**src/common/vcore_pkg.sv**
```systemverilog
`default_nettype none

package vcore_pkg;

    // ============================================================
    // sizes
    // ============================================================

    localparam int lanes      = 4;
    localparam int elem_w     = 32;
    localparam int vec_w      = lanes * elem_w;
    localparam int reg_depth  = 32;
    localparam int reg_addr_w = $clog2(reg_depth);
    localparam int pc_w       = 8;
    localparam int mem_addr_w = 12;

    // ============================================================
    // opcodes and alu function codes
    // ============================================================

    localparam logic [3:0] op_nop    = 4'd0;
    localparam logic [3:0] op_valu   = 4'd1;
    localparam logic [3:0] op_vload  = 4'd2;
    localparam logic [3:0] op_vstore = 4'd3;
    localparam logic [3:0] op_jump   = 4'd4;
    localparam logic [3:0] op_branch = 4'd5;

    localparam logic [2:0] fn_add = 3'd0;
    localparam logic [2:0] fn_sub = 3'd1;
    localparam logic [2:0] fn_and = 3'd2;
    localparam logic [2:0] fn_or  = 3'd3;
    localparam logic [2:0] fn_xor = 3'd4;
    // low word of a * b + c
    localparam logic [2:0] fn_mac = 3'd5;
    // 1 or 0 per lane, slt compares signed
    localparam logic [2:0] fn_seq = 3'd6;
    localparam logic [2:0] fn_slt = 3'd7;

    // ============================================================
    // instruction formats
    // ============================================================

    typedef struct packed {
        logic [3:0]            opcode;
        logic [reg_addr_w-1:0] vd;
        logic [reg_addr_w-1:0] vs1;
        logic [reg_addr_w-1:0] vs2;
        logic [reg_addr_w-1:0] vs3;
        logic [2:0]            funct3;
        logic [4:0]            unused;
    } instr_r_t;

    // ra is vd for load, store source for store, vs1 for branch
    typedef struct packed {
        logic [3:0]            opcode;
        logic [reg_addr_w-1:0] ra;
        logic [reg_addr_w-1:0] rb;
        logic [5:0]            unused;
        logic [mem_addr_w-1:0] addr;
    } instr_m_t;

    typedef union packed {
        instr_r_t r;
        instr_m_t m;
    } instr_u;

endpackage

`default_nettype wire

```
**src/execute/operand_forward.sv**
```systemverilog
`timescale 1ns/1ps
`default_nettype none

module operand_forward import vcore_pkg::*; (
    input  logic [reg_addr_w-1:0] src1,
    input  logic [reg_addr_w-1:0] src2,
    input  logic [reg_addr_w-1:0] src3,
    input  logic [vec_w-1:0]      rf1,
    input  logic [vec_w-1:0]      rf2,
    input  logic [vec_w-1:0]      rf3,
    input  logic [reg_addr_w-1:0] ex2_vd,
    input  logic [reg_addr_w-1:0] wb_vd,
    input  logic                  ex2_we,
    input  logic                  wb_we,
    input  logic [vec_w-1:0]      ex2_data,
    input  logic [vec_w-1:0]      wb_data,
    output logic [vec_w-1:0]      opa,
    output logic [vec_w-1:0]      opb,
    output logic [vec_w-1:0]      opc
);

    // youngest producer wins: ex2, then wb, then the register file
    function automatic logic [vec_w-1:0] pick(
        input logic [reg_addr_w-1:0] src,
        input logic [vec_w-1:0]      rf
    );
        logic [vec_w-1:0] sel;
        if (ex2_we && ex2_vd == src) begin
            sel = ex2_data;
        end else if (wb_we && wb_vd == src) begin
            sel = wb_data;
        end else begin
            sel = rf;
        end
        return sel;
    endfunction

    always_comb begin
        opa = pick(src1, rf1);
        opb = pick(src2, rf2);
        opc = pick(src3, rf3);
    end

endmodule

`default_nettype wire

```
**config.mk**
```make
export PLATFORM = sky130hd
export DESIGN_NAME = operand_forward
export DESIGN_NICKNAME = d
export VERILOG_FILES = /design/src/common/vcore_pkg.sv /design/src/execute/operand_forward.sv
export SDC_FILE = /design/constraint.sdc
export NUM_CORES = 1
export LEC_CHECK = 0
export ABC_AREA = 0
export BUFFER_PORTS_ARGS = -buffer_cell sky130_fd_sc_hd__buf_2
export CORE_AREA = 2 2 407 409
export DETAILED_ROUTE_END_ITERATION = 10
export DIE_AREA = 0 0 409 411
export PLACE_DENSITY_LB_ADDON = 0.1
export SLEW_MARGIN = 10
export SYNTH_ARGS = -nofsm -noshare
export SYNTH_HDL_FRONTEND = slang
export SYNTH_SLANG_ARGS = --single-unit
export TNS_END_PERCENT = 1
```
**constraint.sdc**
```tcl
create_clock -name vclk -period 2.66
set_input_delay 0.399 -clock vclk [all_inputs]
set_output_delay 0.399 -clock vclk [all_outputs]
set_load 0.02 [all_outputs]
```
==> impl_results.md <==
- Status: finished with violations
- Failing checks: setup timing
- Area Overhead vs Synth: 118%
- Tot Pwr: 4970 uW
- Vias in the first global route: approximately 22,000
- CP Class: in -> out
- Simple-Gate Fraction of Synth Area: 44.7%
- Post-Synthesis Cells: 2,017
- Die width: about 410 um
- XOR/XNOR Fraction of Synth Area: 2.40%
- Commonest cells post-synth: a31oi_1, nor3_1, or3_1
- GRT Util Overall: 17.3%
- Adder-Cell Fraction of Synth Area: 0%
- Die area: 168,000 um2
- Placer Congestion: 0.871
- Cell row count: 149
- Worst path required time: 2260 ps
- Sequential cell area: 0 um2
- # hold bufs at CTS: 0
- Post-synthesis compound-gate area fraction: approximately two fifths
- Pwr/cell area: 208 nW/um2
- Area after DPL: between 20,000 and 25,000 um2
- FMAX: 364 MHz
- Final hold vios: 0
- DRC Markers: 0
- Min Hold Slack: 1180 ps
- Sequential area share after synthesis: 0%
- RSZ-0062 raised after global routing: true
- Avg Inst Size Synth: between 5 and 6 um2
- Busiest grt layer: met2
- Mux share of post-synthesis cell area: 0%
- TritonRoute pass-1 iters: 7
- Crit end category: output port
- Min cycle time layout: 2740 ps
- Final period utilization: 103%
- Post-synth cell types: 18
- Non-filler cells, final: 5,293
- Fillers: 19,300
- Worst Path Arrival: 2350 ps
- IO Pins: about 1,100
- Core footprint: approximately 160,000 um2
- Synth top area cells: a31oi_1, or3_1, nor3_1
- Layout cells sized above 1: just over 50%
- Synth top area share: between 20% and 30%
- Clock buffer count: 0
- Flip-flop and latch count: 0
- Synth warn: 0
- Total gr overflow: 0
- Antenna-violating nets left: 0
- Lkg Pwr: 0.00863 uW
- Worst Tran Pin Value: 783 ps
- Largest net degree at the start of global routing: 86
- Port bufs: 1,051
- Routed vias/inst: about 4.3
- Slew headroom: 47.8%
- Synthesized Nets: roughly 2,700
- Final worst slack: -84.8 ps
- Fin. max-slew vios: 0
- Final setup violation count: 46
- Min-delay worst type: in -> out
- Routed WL per cell: 30.1 um
- Initial Util: 6.68%
- Placed cells: 5,229
- Netlist Area Pre-Place: 10,900 um2
- Met1 usage: 21.7%
- HPWL Detailed: 121 mm
- Nets@finish: 3,751
- Leading area contributor after synthesis: a31oi_1
- Met3 Usage GRT: 2.94%
- Post-Route Setup TNS: -937 ps
- Startpoint types: input port
- Drt initial violations: 1,608
- WL final: approximately 160 mm
- Met2 Resource Use GR: between 30% and 40%
- Largest family of logic cells by synthesized area: simple AND/OR/NAND/NOR gates
- Cell area after layout: 23,900 um2
- Initial antenna violation count: 76
- MaxCap Viol Count: 0
- Peak VDD IR: ~0.096 mV
- DIE HEIGHT: 411 um
- Worst-path fanout max: 71
- Global-route wire length before repair: 204 mm
- DR vias: between 20,000 and 25,000
[cell families after synthesis]
family	Yosys count
simple gates	911
compound gates	768
buf+inv	308
xor+xnor	30
[per-stage QoR]
stage | util (%) | setup WS (ps)
6_report | 14.6 | -84.8
5_1_grt | 14.6 | -110
4_1_cts | 13.6 | -91.1
3_5_place_dp | 12.5 | -363
3_3_place_gp | 12.5 | -401
2_1_floorplan | - | 475
[final cells by class]
cell class / count / area (um2) / area share (%)
timing repair buffer: 1373 / 9890 / 41.4
antenna: 22 / 55.1 / 0.230
tap: 2189 / 2740 / 11.5
multi-input combinational: 1709 / 11200 / 46.9
[worst max-delay path, cell delays in order]
cell and delay, ps:
buf_2 150, buf_12 140, xnor2_2 150, nand4_1 120, or2_4 300, buf_12 190
buf_4 310, a31oi_1 180, buf_4 170
[power breakdown]
group / switching [uW] / total, uW / leakage, uW / internal [uW]
combinational: 3130 / 4970 / 0.00863 / 1840
sequential: 0 / 0 / 0 / 0
clock: 0 / 0.0000456 / 0.000000144 / 0.0000454
[routing by layer]
layer	vias up	wire length, um	part of all wire (%)
met1	11200	66600	42
met3	192	9700	6.1
li1	9923	-	-
met5	-	241	0.15
met4	38	3520	2.2
met2	1099	79100	50
[placed cells by master (no fill, tap or decap)]
master,netlist,routed
nor3_1,384,352
clkbuf_16,0,9
xnor2_4,0,5
xor2_4,0,3
bufbuf_16,0,1
a31oi_2,0,71
diode_2,0,22
buf_8,0,11
nand2_1,131,128
nand4_1,5,5
or3_4,0,34
o21ai_1,9,24
o21ai_0,375,359
buf_2,26,821
xnor2_1,27,12
or3_1,384,350
buf_12,0,64
nand2_4,0,3
nand2b_4,0,3
buf_16,0,16
nand4_4,0,1
o21ai_2,0,1
buf_4,8,384
or2_4,0,3
xnor2_2,0,10
nor3_4,0,2
a31oi_4,0,44
buf_6,32,67
a31oi_1,384,269
nor3_2,0,30
[what timing repair did]
item	in CTS	in global routing
gates cloned	10	9
buffers inserted	13	15
setup endpoints to repair	336	348
pin swaps	30	58
gates resized for setup	362	247
[worst paths after layout]
check / startpoint / endpoint / slack, ps / cells past startpoint
setup / recovery: src3[0] / opc[26] / -80 / 9
hold / removal: rf3[43] / opc[43] / 1180 / 4
No activity file was read; power rests on OpenSTA's default activity.
