`config.mk`:
```
export PLATFORM = sky130hd
export DESIGN_NAME = fetch_unit
export DESIGN_NICKNAME = d
export VERILOG_FILES = /design/src/common/vcore_pkg.sv /design/src/hw/fetch_unit.sv
export SDC_FILE = /design/constraint.sdc
export NUM_CORES = 1
export LEC_CHECK = 0
export CAP_MARGIN = 15
export CORE_ASPECT_RATIO = 0.7
export CORE_MARGIN = 10
export CORE_UTILIZATION = 25
export DETAILED_ROUTE_END_ITERATION = 16
export DONT_BUFFER_PORTS = 1
export SLEW_MARGIN = 5
export SYNTH_ARGS = -nofsm -noshare
export SYNTH_HDL_FRONTEND = slang
export SYNTH_SLANG_ARGS = --single-unit
```
`constraint.sdc`:
```
create_clock -name clk -period 2.1 [get_ports clk]
set_clock_uncertainty 0.15 [all_clocks]
set_input_delay 0.315 -clock clk [delete_from_list [all_inputs] [get_ports clk]]
set_output_delay 0.315 -clock clk [all_outputs]
set_load 0.005 [all_outputs]
```
`src/common/vcore_pkg.sv`:
```
`default_nettype none

package vcore_pkg;

    // ============================================================
    // sizes
    // ============================================================

    localparam int lanes      = 4;
    localparam int elem_w     = 32;
    localparam int vec_w      = lanes * elem_w;
    localparam int reg_depth  = 32;
    localparam int reg_addr_w = $clog2(reg_depth);
    localparam int pc_w       = 8;
    localparam int mem_addr_w = 12;

    // ============================================================
    // opcodes and alu function codes
    // ============================================================

    localparam logic [3:0] op_nop    = 4'd0;
    localparam logic [3:0] op_valu   = 4'd1;
    localparam logic [3:0] op_vload  = 4'd2;
    localparam logic [3:0] op_vstore = 4'd3;
    localparam logic [3:0] op_jump   = 4'd4;
    localparam logic [3:0] op_branch = 4'd5;

    localparam logic [2:0] fn_add = 3'd0;
    localparam logic [2:0] fn_sub = 3'd1;
    localparam logic [2:0] fn_and = 3'd2;
    localparam logic [2:0] fn_or  = 3'd3;
    localparam logic [2:0] fn_xor = 3'd4;
    // low word of a * b + c
    localparam logic [2:0] fn_mac = 3'd5;
    // 1 or 0 per lane, slt compares signed
    localparam logic [2:0] fn_seq = 3'd6;
    localparam logic [2:0] fn_slt = 3'd7;

    // ============================================================
    // instruction formats
    // ============================================================

    typedef struct packed {
        logic [3:0]            opcode;
        logic [reg_addr_w-1:0] vd;
        logic [reg_addr_w-1:0] vs1;
        logic [reg_addr_w-1:0] vs2;
        logic [reg_addr_w-1:0] vs3;
        logic [2:0]            funct3;
        logic [4:0]            unused;
    } instr_r_t;

    // ra is vd for load, store source for store, vs1 for branch
    typedef struct packed {
        logic [3:0]            opcode;
        logic [reg_addr_w-1:0] ra;
        logic [reg_addr_w-1:0] rb;
        logic [5:0]            unused;
        logic [mem_addr_w-1:0] addr;
    } instr_m_t;

    typedef union packed {
        instr_r_t r;
        instr_m_t m;
    } instr_u;

endpackage

`default_nettype wire

```
`src/hw/fetch_unit.sv`:
```
`timescale 1ns/1ps
`default_nettype none

module fetch_unit import vcore_pkg::*; (
    input  logic            clk,
    input  logic            rst_n,
    input  logic            en,
    input  logic            jump,
    input  logic [pc_w-1:0] jump_addr,
    input  logic            branch,
    input  logic [pc_w-1:0] branch_addr,
    output logic [pc_w-1:0] pc
);

    // branch sits in ex2 and is older than a jump in id
    always_ff @(posedge clk) begin
        if (!rst_n) begin
            pc <= '0;
        end else if (en) begin
            if (branch) begin
                pc <= branch_addr;
            end else if (jump) begin
                pc <= jump_addr;
            end else begin
                pc <= pc + pc_w'(1);
            end
        end
    end

endmodule

`default_nettype wire

```
==> impl_metrics.env <==
export IMPL_status="complete, no violations"
export IMPL_clkSinkCount=8
export IMPL_cts_tree="built"
export IMPL_routed_wl_um=1760
export IMPL_syn_num_nets=101
export IMPL_crit_end="pc[7]$_SDFFE_PN0P_"
export IMPL_wl_per_cell_um=15.8
export IMPL_report_final_slew_viol_count=0
export IMPL_pre_cts_ws_ns=0.399
export IMPL_grt_pass1_vias=546
export IMPL_dieArea_um2=4600
export IMPL_setup_tns_ns=0
export IMPL_initial_core_util_pct=26.3
export IMPL_fin_crit_ns=1.71
export IMPL_finalCritPeriodShare_pct=81.4
export IMPL_cp_slowest_cell="dfxtp_1"
export IMPL_power_density_nw_per_um2=562
export IMPL_final_cells=111
export IMPL_post_drt_via_cell_ratio=4.98
export IMPL_ys_ff_latch=8
export IMPL_syn_area_um2=567
export IMPL_power_frac_seq_pct=53.5
export IMPL_htreeDepth=1
export IMPL_overflow=0
export IMPL_gp_congestion=0.764
export IMPL_setup_viol=0
export IMPL_critical_path_startpoint="pc[2]$_SDFFE_PN0P_"
export IMPL_largestRegisters="pc (8)"
export IMPL_post_cts_buffers=0
export IMPL_synth_cell_types=22
export IMPL_worstPathMaxFanout=7
export IMPL_r2r_end="pc[7]$_SDFFE_PN0P_"
export IMPL_grt_max_degree=16
export IMPL_clk_latency_ns=0.25
export IMPL_synth_top_cell_by_area="dfxtp_1"
export IMPL_clkTransAtPathRegs_ns=0.06
export IMPL_endpoint_kind="flop"
export IMPL_ys_warn_count=0
export IMPL_diodes=0
export IMPL_cp_required_ns=2.12
export IMPL_leakage_nw=0.220
export IMPL_synth_area_leaders="dfxtp_1 28%, o21ai_0 13%, nand2_1 6.0%"
export IMPL_hpwlAfterDp_um=1340
export IMPL_worstMarginPinSlew_ns=0.296
export IMPL_port_buffers=0
export IMPL_ys_seq_area_share_pct=28.3
export IMPL_pwr_share_clk_pct=33.8
export IMPL_drt_pass1_iter_count=4
export IMPL_rows=14
export IMPL_synth_common_cells="15 x o21ai_0, 9 x nand2_1, 8 x dfxtp_1, 6 x inv_1, 6 x nand3_1"
export IMPL_drv_cap=0
export IMPL_rr_worst_depth=4
export IMPL_die_x_um=76.9
export IMPL_synthFlopType="dfxtp_1"
export IMPL_relSlewSlack_pct=80.3
export IMPL_power_internal_uw=254
export IMPL_first_iter_violations=32
export IMPL_worstSetupStartpointType="flop"
export IMPL_pwr_share_comb_pct=12.6
export IMPL_critPathMaxStageDelay_ns=0.47
export IMPL_syn_mean_instance_area_um2=7.17
export IMPL_grt_usage_pct=7.93
export IMPL_crit_type="flop to flop"
export IMPL_die_y_um=59.8
export IMPL_cts_resized_gates=0
export IMPL_design_core_area_um2=2150
export IMPL_synthMostInstantiatedCell="o21ai_0"
export IMPL_io_pins=29
export IMPL_r2r_slack_ns=0.39
export IMPL_rsz0062_at_grt="false"
export IMPL_synth_edf_count=0
export IMPL_cts_root_buf="clkbuf_4"
export IMPL_p_switching_uw=90.9
export IMPL_switching_share_pct=26.4
export IMPL_dp_cells=107
export IMPL_grt_pass1_wl_um=2790
export IMPL_vias=553
export IMPL_antenna_found_initial=0
export IMPL_min_path_type="input pin to flop"
export IMPL_synthArstFlopShare_pct=0
export IMPL_critical_path_cell_chain="nand4_2, or3_1, a211o_1, a31oi_1"
export IMPL_drive_gt1_share_pct=5.06
export IMPL_synth_top_area_share_pct=28.3
export IMPL_clock_fmax_ghz=0.585
export IMPL_fin_ws_ns=0.392
export IMPL_syn_to_final_growth_pct=8.17
export IMPL_cts_buffers=3
export IMPL_cp_arrival_ns=1.73
export IMPL_cts_buffer_depth=2
export IMPL_largest_reg_flops=8
export IMPL_top_register="pc"
export IMPL_drc=0
export IMPL_ir_worst_vdd_mv=0.162
export IMPL_hold_viol=0
export IMPL_synth_cells=79
export IMPL_r2r_start="pc[2]$_SDFFE_PN0P_"
export IMPL_ant_nets=0
export IMPL_nNetsFinal=103
==> critical path: cells and delay by family (launching register included) <==
kind             cells  cell delay [ns]
AO/OA/AOI/OAI        2             0.46
flip-flops           1             0.47
AND/OR/NAND/NOR      2             0.55
==> how the worst min path moves through the flow <==
stage	from	end	slack, ns	cells past startpoint
3_3_place_gp	en	pc[4]$_SDFFE_PN0P_	0.27	1
5_1_grt	rst_n	pc[5]$_SDFFE_PN0P_	0.006	2
6_report	en	pc[3]$_SDFFE_PN0P_	0.01	1
4_1_cts	en	pc[3]$_SDFFE_PN0P_	0.009	1
2_1_floorplan	branch_addr[3]	pc[3]$_SDFFE_PN0P_	0.32	2
3_5_place_dp	en	pc[4]$_SDFFE_PN0P_	0.27	1
==> cells in the final DEF (no fill, tap or decap), types with 2 or more instances in the layout <==
cell / n
nand3_1: 6
nand3b_1: 3
o21ai_0: 15
nand2_1: 9
clkbuf_4: 3
xnor2_1: 2
o31ai_1: 2
o21a_1: 2
mux2i_1: 2
inv_1: 6
nor3_1: 2
nand2b_1: 2
dfxtp_1: 8
a21oi_1: 5
a31oi_1: 4
nor2_1: 2
==> layout make-up <==
type,instances,area [um^2]
inverter,6,22.5
fill,257,1540
clock buffer,3,22.5
sequential,8,160
tap,32,40.0
timing repair buffer,1,10.0
multi-input combinational,61,358
==> power groups by stage <==
stage,sequential [mW],combinational [mW],clock (mW)
5_1_grt,0.188,0.0502,0.131
3_5_place_dp,0.188,0.0413,0
3_3_place_gp,0.187,0.0406,0
4_1_cts,0.185,0.0440,0.123
6_report,0.185,0.0435,0.117
2_1_floorplan,0.181,0.0469,0
==> metal layers <==
metal,global-route usage [%],up-vias,wire length (um)
met5,0,-,0
met2,12.3,22,734
li1,-,285,-
met4,1.58,0,0
met3,7.34,0,261
met1,7.80,246,761
==> per-stage QoR <==
stage / cell area, um^2 / hold slack, ns / utilization, % / total power, mW
floorplan: 567 / 0.324 / - / 0.228
global placement: 581 / 0.268 / 26.9 / 0.228
detailed placement: 581 / 0.270 / 26.9 / 0.229
CTS: 613 / 0.00875 / 28.5 / 0.352
global route: 613 / 0.00552 / 28.5 / 0.369
finish: 613 / 0.0144 / 28.5 / 0.345
==> kinds of logic after synthesis <==
group | share of synthesized area [%]
xor gates and xnor gates | 4.64
adders and majority gates | 2.21
and+or+nand+nor | 23.8
AOI/OAI and AO/OA | 28.9
DFF | 28.3
muxes | 3.53
buffers and inverters | 8.61
==> what timing repair did <==
item | CTS | global route
hold endpoints to repair | 2 | 0
setup endpoints to repair | 0 | 0
hold buffers | 1 | 0
Note: power is estimated with default switching activity, not from simulation.
