File: config.mk
export PLATFORM = sky130hd
export DESIGN_NAME = instr_decoder
export DESIGN_NICKNAME = d
export VERILOG_FILES = /design/src/common/vcore_pkg.sv /design/src/hw/instr_decoder.sv
export SDC_FILE = /design/constraint.sdc
export NUM_CORES = 1
export LEC_CHECK = 0
export ABC_AREA = 0
export BUFFER_PORTS_ARGS = -buffer_cell sky130_fd_sc_hd__buf_2
export CORE_MARGIN = 2
export CORE_UTILIZATION = 30
export DETAILED_ROUTE_END_ITERATION = 7
export GPL_TIMING_DRIVEN = 1
export MAX_ROUTING_LAYER = met4
export PLACE_DENSITY = 0.84
export SLEW_MARGIN = 20
export SYNTH_ARGS = -nofsm -noshare
export SYNTH_HDL_FRONTEND = slang
export SYNTH_SLANG_ARGS = --single-unit
File: constraint.sdc
create_clock -name vclk -period 1.3
set_input_delay 0.195 -clock vclk [all_inputs]
set_output_delay 0.195 -clock vclk [all_outputs]
set_load 0.05 [all_outputs]
File: src/common/vcore_pkg.sv
`default_nettype none

package vcore_pkg;

    // ============================================================
    // sizes
    // ============================================================

    localparam int lanes      = 4;
    localparam int elem_w     = 32;
    localparam int vec_w      = lanes * elem_w;
    localparam int reg_depth  = 32;
    localparam int reg_addr_w = $clog2(reg_depth);
    localparam int pc_w       = 8;
    localparam int mem_addr_w = 12;

    // ============================================================
    // opcodes and alu function codes
    // ============================================================

    localparam logic [3:0] op_nop    = 4'd0;
    localparam logic [3:0] op_valu   = 4'd1;
    localparam logic [3:0] op_vload  = 4'd2;
    localparam logic [3:0] op_vstore = 4'd3;
    localparam logic [3:0] op_jump   = 4'd4;
    localparam logic [3:0] op_branch = 4'd5;

    localparam logic [2:0] fn_add = 3'd0;
    localparam logic [2:0] fn_sub = 3'd1;
    localparam logic [2:0] fn_and = 3'd2;
    localparam logic [2:0] fn_or  = 3'd3;
    localparam logic [2:0] fn_xor = 3'd4;
    // low word of a * b + c
    localparam logic [2:0] fn_mac = 3'd5;
    // 1 or 0 per lane, slt compares signed
    localparam logic [2:0] fn_seq = 3'd6;
    localparam logic [2:0] fn_slt = 3'd7;

    // ============================================================
    // instruction formats
    // ============================================================

    typedef struct packed {
        logic [3:0]            opcode;
        logic [reg_addr_w-1:0] vd;
        logic [reg_addr_w-1:0] vs1;
        logic [reg_addr_w-1:0] vs2;
        logic [reg_addr_w-1:0] vs3;
        logic [2:0]            funct3;
        logic [4:0]            unused;
    } instr_r_t;

    // ra is vd for load, store source for store, vs1 for branch
    typedef struct packed {
        logic [3:0]            opcode;
        logic [reg_addr_w-1:0] ra;
        logic [reg_addr_w-1:0] rb;
        logic [5:0]            unused;
        logic [mem_addr_w-1:0] addr;
    } instr_m_t;

    typedef union packed {
        instr_r_t r;
        instr_m_t m;
    } instr_u;

endpackage

`default_nettype wire

File: src/hw/instr_decoder.sv
`timescale 1ns/1ps
`default_nettype none

module instr_decoder import vcore_pkg::*; (
    input  instr_u                instr,
    output logic [reg_addr_w-1:0] vd,
    output logic [reg_addr_w-1:0] vs1,
    output logic [reg_addr_w-1:0] vs2,
    output logic [reg_addr_w-1:0] vs3,
    output logic [mem_addr_w-1:0] mem_addr,
    output logic [2:0]            funct3,
    output logic                  reg_we,
    output logic                  mem_rd,
    output logic                  mem_we,
    output logic                  jump,
    output logic                  branch
);

    // address field is common to load, store, jump and branch
    assign mem_addr = instr.m.addr;

    always_comb begin
        vd     = '0;
        vs1    = '0;
        vs2    = '0;
        vs3    = '0;
        funct3 = fn_add;
        reg_we = 1'b0;
        mem_rd = 1'b0;
        mem_we = 1'b0;
        jump   = 1'b0;
        branch = 1'b0;

        case (instr.r.opcode)
            op_valu: begin
                vd     = instr.r.vd;
                vs1    = instr.r.vs1;
                vs2    = instr.r.vs2;
                vs3    = instr.r.vs3;
                funct3 = instr.r.funct3;
                reg_we = 1'b1;
            end
            op_vload: begin
                vd     = instr.m.ra;
                reg_we = 1'b1;
                mem_rd = 1'b1;
            end
            op_vstore: begin
                // store data leaves through operand c
                vs3    = instr.m.ra;
                mem_we = 1'b1;
            end
            op_jump: begin
                jump = 1'b1;
            end
            op_branch: begin
                // compare is done by the alu as set-equal
                vs1    = instr.m.ra;
                vs2    = instr.m.rb;
                funct3 = fn_seq;
                branch = 1'b1;
            end
            default: ;
        endcase
    end

endmodule

`default_nettype wire

==> out/metrics.cfg, run 1 <==
[routing]
vias = 695
drtPass1Iterations = 4
wl_per_cell_um = 14.8
route.antenna.remaining_nets = 0
drt_iter0_drc = 12
drc_errors = 0
via_per_inst = 5.07
wl_um = 2030

[final_layout]
nClkBuffers = 0
final_util_pct = 71.9
nFillCells = 114
diodes = 0
drive_gt1_share_pct = 80.2
fin_nets = 155
area_growth_pct = 131
flops_and_latches = 0
seqCellArea_sq_um = 0
final_cells = 137

[logic_synthesis]
synth_cell_types = 13
netlist_area_sq_um = 452
synth_cells = 65
synthTopCellsByArea = mux2i_1, buf_4, nor2_1
avgSynthCellArea_sq_um = 6.95
seq_area_frac_synth_pct = 0
synth.top_cell.area_share_pct = 33.2
syn-num-nets = 97
synth_top_cell_by_area = mux2i_1
synth_warnings = 0

[timing]
drv_slew = 0
slew_headroom_pct = 79.5
period_needed_ns = 1.29
layout_worst_path_cycle_share_pct = 99.2
finalHoldViolations = 0
setup_viol = 0
worst_pin_slew_ns = 0.299
fmax_mhz = 775
whs_ns = 0.390
setup_tns_ns = 0

[global_route]
grt_use_met3_pct = 0.426
grt_busiest_layer = met2
grt_pass1_vias = 669
grt_pass1_wl_um = 2910
grt_overflow = 0
antenna_found_initial = 0
grt_util_met1_pct = 22.0
grtUsageTotal_pct = 20.2
grt_max_degree = 13
met2_usage_pct = 41.5

[hold_path]
hold_end = mem_addr[2]
hold_start = instr[2]
hp-class = in2out
hold-path-cell-count = 0

[critical_path]
arrival_ns = 1.10
cp-start-kind = input pin
crit_type = in2out
worstPathRequired_ns = 1.11
cp_max_fo = 5
crit_path_end_kind = output pin

[placement]
gp_congestion = 0.753
io_buffers = 62
dp.cells = 136
hpwl_um = 1430

[die]
io_pins = 72
core_area_sq_mm = 0.00145
die_x_um = 42.8
initial_core_util_pct = 31.1
dieArea_sq_mm = 0.00183
die_h_um = 42.8
rows = 14

[power]
irDropWorstVdd_mv = 0.199
powerDensity_mw_per_mm2 = 411
power_uw = 429
p_leak_uw = 0.000561

[cts]
ctsHoldBuffers = 0

[run]
max-cap-violations = 0

[run_status]
outcome = completed

[worst max-delay path by stage]
stage | start | endpoint | slack, ns | cells past startpoint
3_5_place_dp | instr[28] | vs2[4] | -0.1 | 4
4_1_cts | instr[29] | vs2[4] | -0.01 | 4
3_3_place_gp | instr[31] | vs3[2] | -0.07 | 4
5_1_grt | instr[30] | vs2[1] | -0.02 | 5
2_1_floorplan | instr[29] | funct3[1] | -0.29 | 3
6_report | instr[30] | vs3[1] | 0.01 | 4
[worst max-delay path: stages]
cell	delay [ns]
buf_2	0.14
or3b_4	0.47
nor2_4	0.14
buf_8	0.15
[power by group]
part           switching, uW  total (uW)  internal (uW)
clock network              0           0              0
registers                  0           0              0
logic                    268         429            161
[layout by cell type, fill, tap and decap left out, types with 2 or more instances in the layout]
cell,Yosys,routed
buf_8,0,4
mux2i_1,15,11
and3_1,6,6
nor2_1,20,4
buf_4,12,9
buf_6,1,16
nor4b_4,0,2
buf_2,3,41
or3b_4,1,3
nor2_4,0,11
nor2_2,0,5
mux2i_2,0,4
[cell families (layout without fill, tap and decap cells)]
kind of cell / count (synthesis) / after routing / synth area share, %
xor gates and xnor gates: 1 / 1 / 1.94
muxes: 15 / 15 / 33.2
buffers and inverters: 16 / 71 / 25.8
and+or+nand+nor: 33 / 34 / 39.1
[cell type report]
cell class | instances | area [sq um] | area share, %
Timing Repair Buffer | 71 | 520 | 49.8
Tap cell | 16 | 20.0 | 1.92
Multi-Input combinational cell | 50 | 504 | 48.3
[synthesized netlist by cell type (all sizes together)]
cell,count
and2,1
and3,6
and4b,1
buf,16
mux2i,15
nor2,20
nor4b,2
nor4bb,1
or3b,2
xor2,1
[metrics by stage]
step	setup WS [ns]	instance area (sq um)
2_1_floorplan	-0.286	537
3_3_place_gp	-0.0688	818
3_5_place_dp	-0.0968	818
4_1_cts	-0.0122	908
5_1_grt	-0.0190	1040
6_report	0.00999	1040
[metal layers]
layer | wire length, um | up-vias
met5 | 0 | -
met4 | 61 | 0
met2 | 1090 | 44
met1 | 711 | 319
li1 | - | 326
met3 | 170 | 6
[timing repair]
item,in CTS,in global routing
gates cloned,1,0
gates resized for setup,28,39
setup endpoints to repair,17,17
pin swaps,2,10
setup buffers,0,0
No activity file was read; power rests on OpenSTA's default activity.
==> run 2, diff against run 1 <==
--- a/config.mk
+++ b/config.mk
@@ -7,12 +7,11 @@
 export LEC_CHECK = 0
 export ABC_AREA = 0
 export BUFFER_PORTS_ARGS = -buffer_cell sky130_fd_sc_hd__buf_2
-export CORE_MARGIN = 2
 export CORE_UTILIZATION = 30
 export DETAILED_ROUTE_END_ITERATION = 7
 export GPL_TIMING_DRIVEN = 1
 export MAX_ROUTING_LAYER = met4
-export PLACE_DENSITY = 0.84
+export PLACE_DENSITY = 0.91
 export SLEW_MARGIN = 20
 export SYNTH_ARGS = -nofsm -noshare
 export SYNTH_HDL_FRONTEND = slang
==> run 2 against run 1 <==
The flow now finishes with violations (negative setup slack). Power rose by 18%. Core utilization rose by 21 points. Worst hold slack did not move. Via count rose by 8.9%. Clock-buffer cell count did not move. Die area fell by 9.1%. Flip-flop and latch count did not move. Setup slack got worse by 0.061 ns.
==> out/metrics.cfg, run 2 (same netlist as run 1, synthesis figures left out) <==
[critical_path]
crit_type = in2out
cp_max_fo = 12  ; +7
worstPathRequired_ns = 1.11  ; about the same
crit_path_end_kind = output pin
cp-start-kind = input pin
arrival_ns = 1.16  ; +0.06 ns

[global_route]
grt_max_degree = 13  ; unchanged
grt_pass1_wl_um = 2540  ; -13%
antenna_found_initial = 0  ; unchanged
grt_pass1_vias = 609  ; -9.0%
grt_overflow = 0  ; unchanged
grtUsageTotal_pct = 22.7  ; +2.5 points

[die]
rows = 13  ; -1
die_x_um = 40.8  ; -4.7%
die_h_um = 40.8  ; -4.7%
dieArea_sq_mm = 0.00166  ; -9.1%
initial_core_util_pct = 33.5  ; +2.4 points
io_pins = 72  ; unchanged
core_area_sq_mm = 0.00135  ; -7.1%

[timing]
layout_worst_path_cycle_share_pct = 104  ; +4.7 points
setup_viol = 5  ; +5
fmax_mhz = 740  ; -4.5%
drv_slew = 0  ; unchanged
rsz0062_at_grt = true
period_needed_ns = 1.35  ; +0.0609 ns
postLayoutSetupSlackWorst_ns = -0.0509  ; -0.0609 ns
slew_headroom_pct = 76.9  ; -2.6 points
finalHoldViolations = 0  ; unchanged
worst_pin_slew_ns = 0.337  ; +0.0376 ns

[run_status]
violations = negative setup slack
outcome = finished with violations

[final_layout]
fin_nets = 158  ; +1.9%
area_growth_pct = 178
diodes = 0  ; unchanged
flops_and_latches = 0  ; unchanged
final_cells = 139  ; +1.5%
seqCellArea_sq_um = 0  ; unchanged
final_cell_mix = buf_2, nor2_4, buf_6, buf_8, buf_4
stdcell_area_sq_mm = 0.00126  ; +20%
drive_gt1_share_pct = 87.9  ; +7.7 points
nClkBuffers = 0  ; unchanged
layout_commonest_cell = buf_2

[placement]
gp_congestion = 0.703  ; -6.6%
io_buffers = 62  ; unchanged
hpwl_um = 1440  ; +0.45%
place_area_sq_um = 860  ; +5.0%
dp.cells = 139  ; +2.2%

[hold_path]
hp-class = in2out

[power]
irDropWorstVdd_mv = 0.268  ; +35%
powerDensity_mw_per_mm2 = 402  ; -2.2%
p_leak_uw = 0.000596  ; +6.3%

[routing]
top_layer_used = met4
dr_wl_met3_um = 124  ; -27%
drc_errors = 0  ; unchanged
wl_um = 2730  ; +34%
wl_met2_um = 1580  ; +46%
vias = 757  ; +8.9%
route.antenna.remaining_nets = 0  ; unchanged
routedLengthMet1_um = 959  ; +35%
drtPass1Iterations = 4  ; unchanged
wl_per_cell_um = 19.6  ; +32%
via_per_inst = 5.45  ; +7.4%
drt_iter0_drc = 18  ; +6

[run]
max-cap-violations = 0  ; unchanged

[cts]
post_cts_buffers = 0  ; unchanged

run 2: final cells by class:
type | instances | area [sq um]
Fill cell | 46 | 92.6
Multi-Input combinational cell | 50 | 599
Tap cell | 15 | 18.8
Timing Repair Buffer | 74 | 639
run 2: critical path: stages:
cell,delay (ns)
buf_2,0.10
buf_4,0.24
mux2i_1,0.38
nor2_4,0.08
buf_8,0.16
run 2: final timing paths:
kind | startpoint | to | slack (ns) | depth (start not counted)
max | instr[30] | vs1[2] | -0.05 | 5
min | instr[4] | mem_addr[4] | 0.39 | 0
run 2: layer usage:
| layer | GRT usage, % | vias to the layer above |
|---|---|---|
| li1 | - | 334 |
| met1 | 19.7 | 376 |
| met2 | 50.8 | 43 |
| met4 | 2.50 | 0 |
| met3 | 1.63 | 4 |
| met5 | - | - |
run 2: metrics by stage:
| stage | TNS [ns] | util [%] | worst slack (ns) | hold WS (ns) | power (uW) |
|---|---|---|---|---|---|
| floorplan | -3.27 | - | -0.286 | 0.457 | 296 |
| global placement | -1.25 | 63.7 | -0.0850 | 0.390 | 367 |
| detailed placement | -1.56 | 63.7 | -0.0806 | 0.390 | 376 |
| CTS | -0.166 | 74.1 | -0.0195 | 0.390 | 412 |
| global route | -0.227 | 93.1 | -0.0748 | 0.390 | 520 |
| finish | -0.0725 | 93.1 | -0.0509 | 0.390 | 506 |
run 2: power breakdown:
| group | internal, uW | switching, uW | total, uW |
|---|---|---|---|
| Combinational | 200 | 305 | 506 |
| Sequential | 0 | 0 | 0 |
| Clock | 0 | 0 | 0 |
| Total | 200 | 305 | 506 |
run 2: timing repair:
item,CTS,global route
gates resized for setup,44,66
hold buffers,0,0
endpoints found under the setup margin,26,25
gates cloned,0,1
pin swaps,1,18
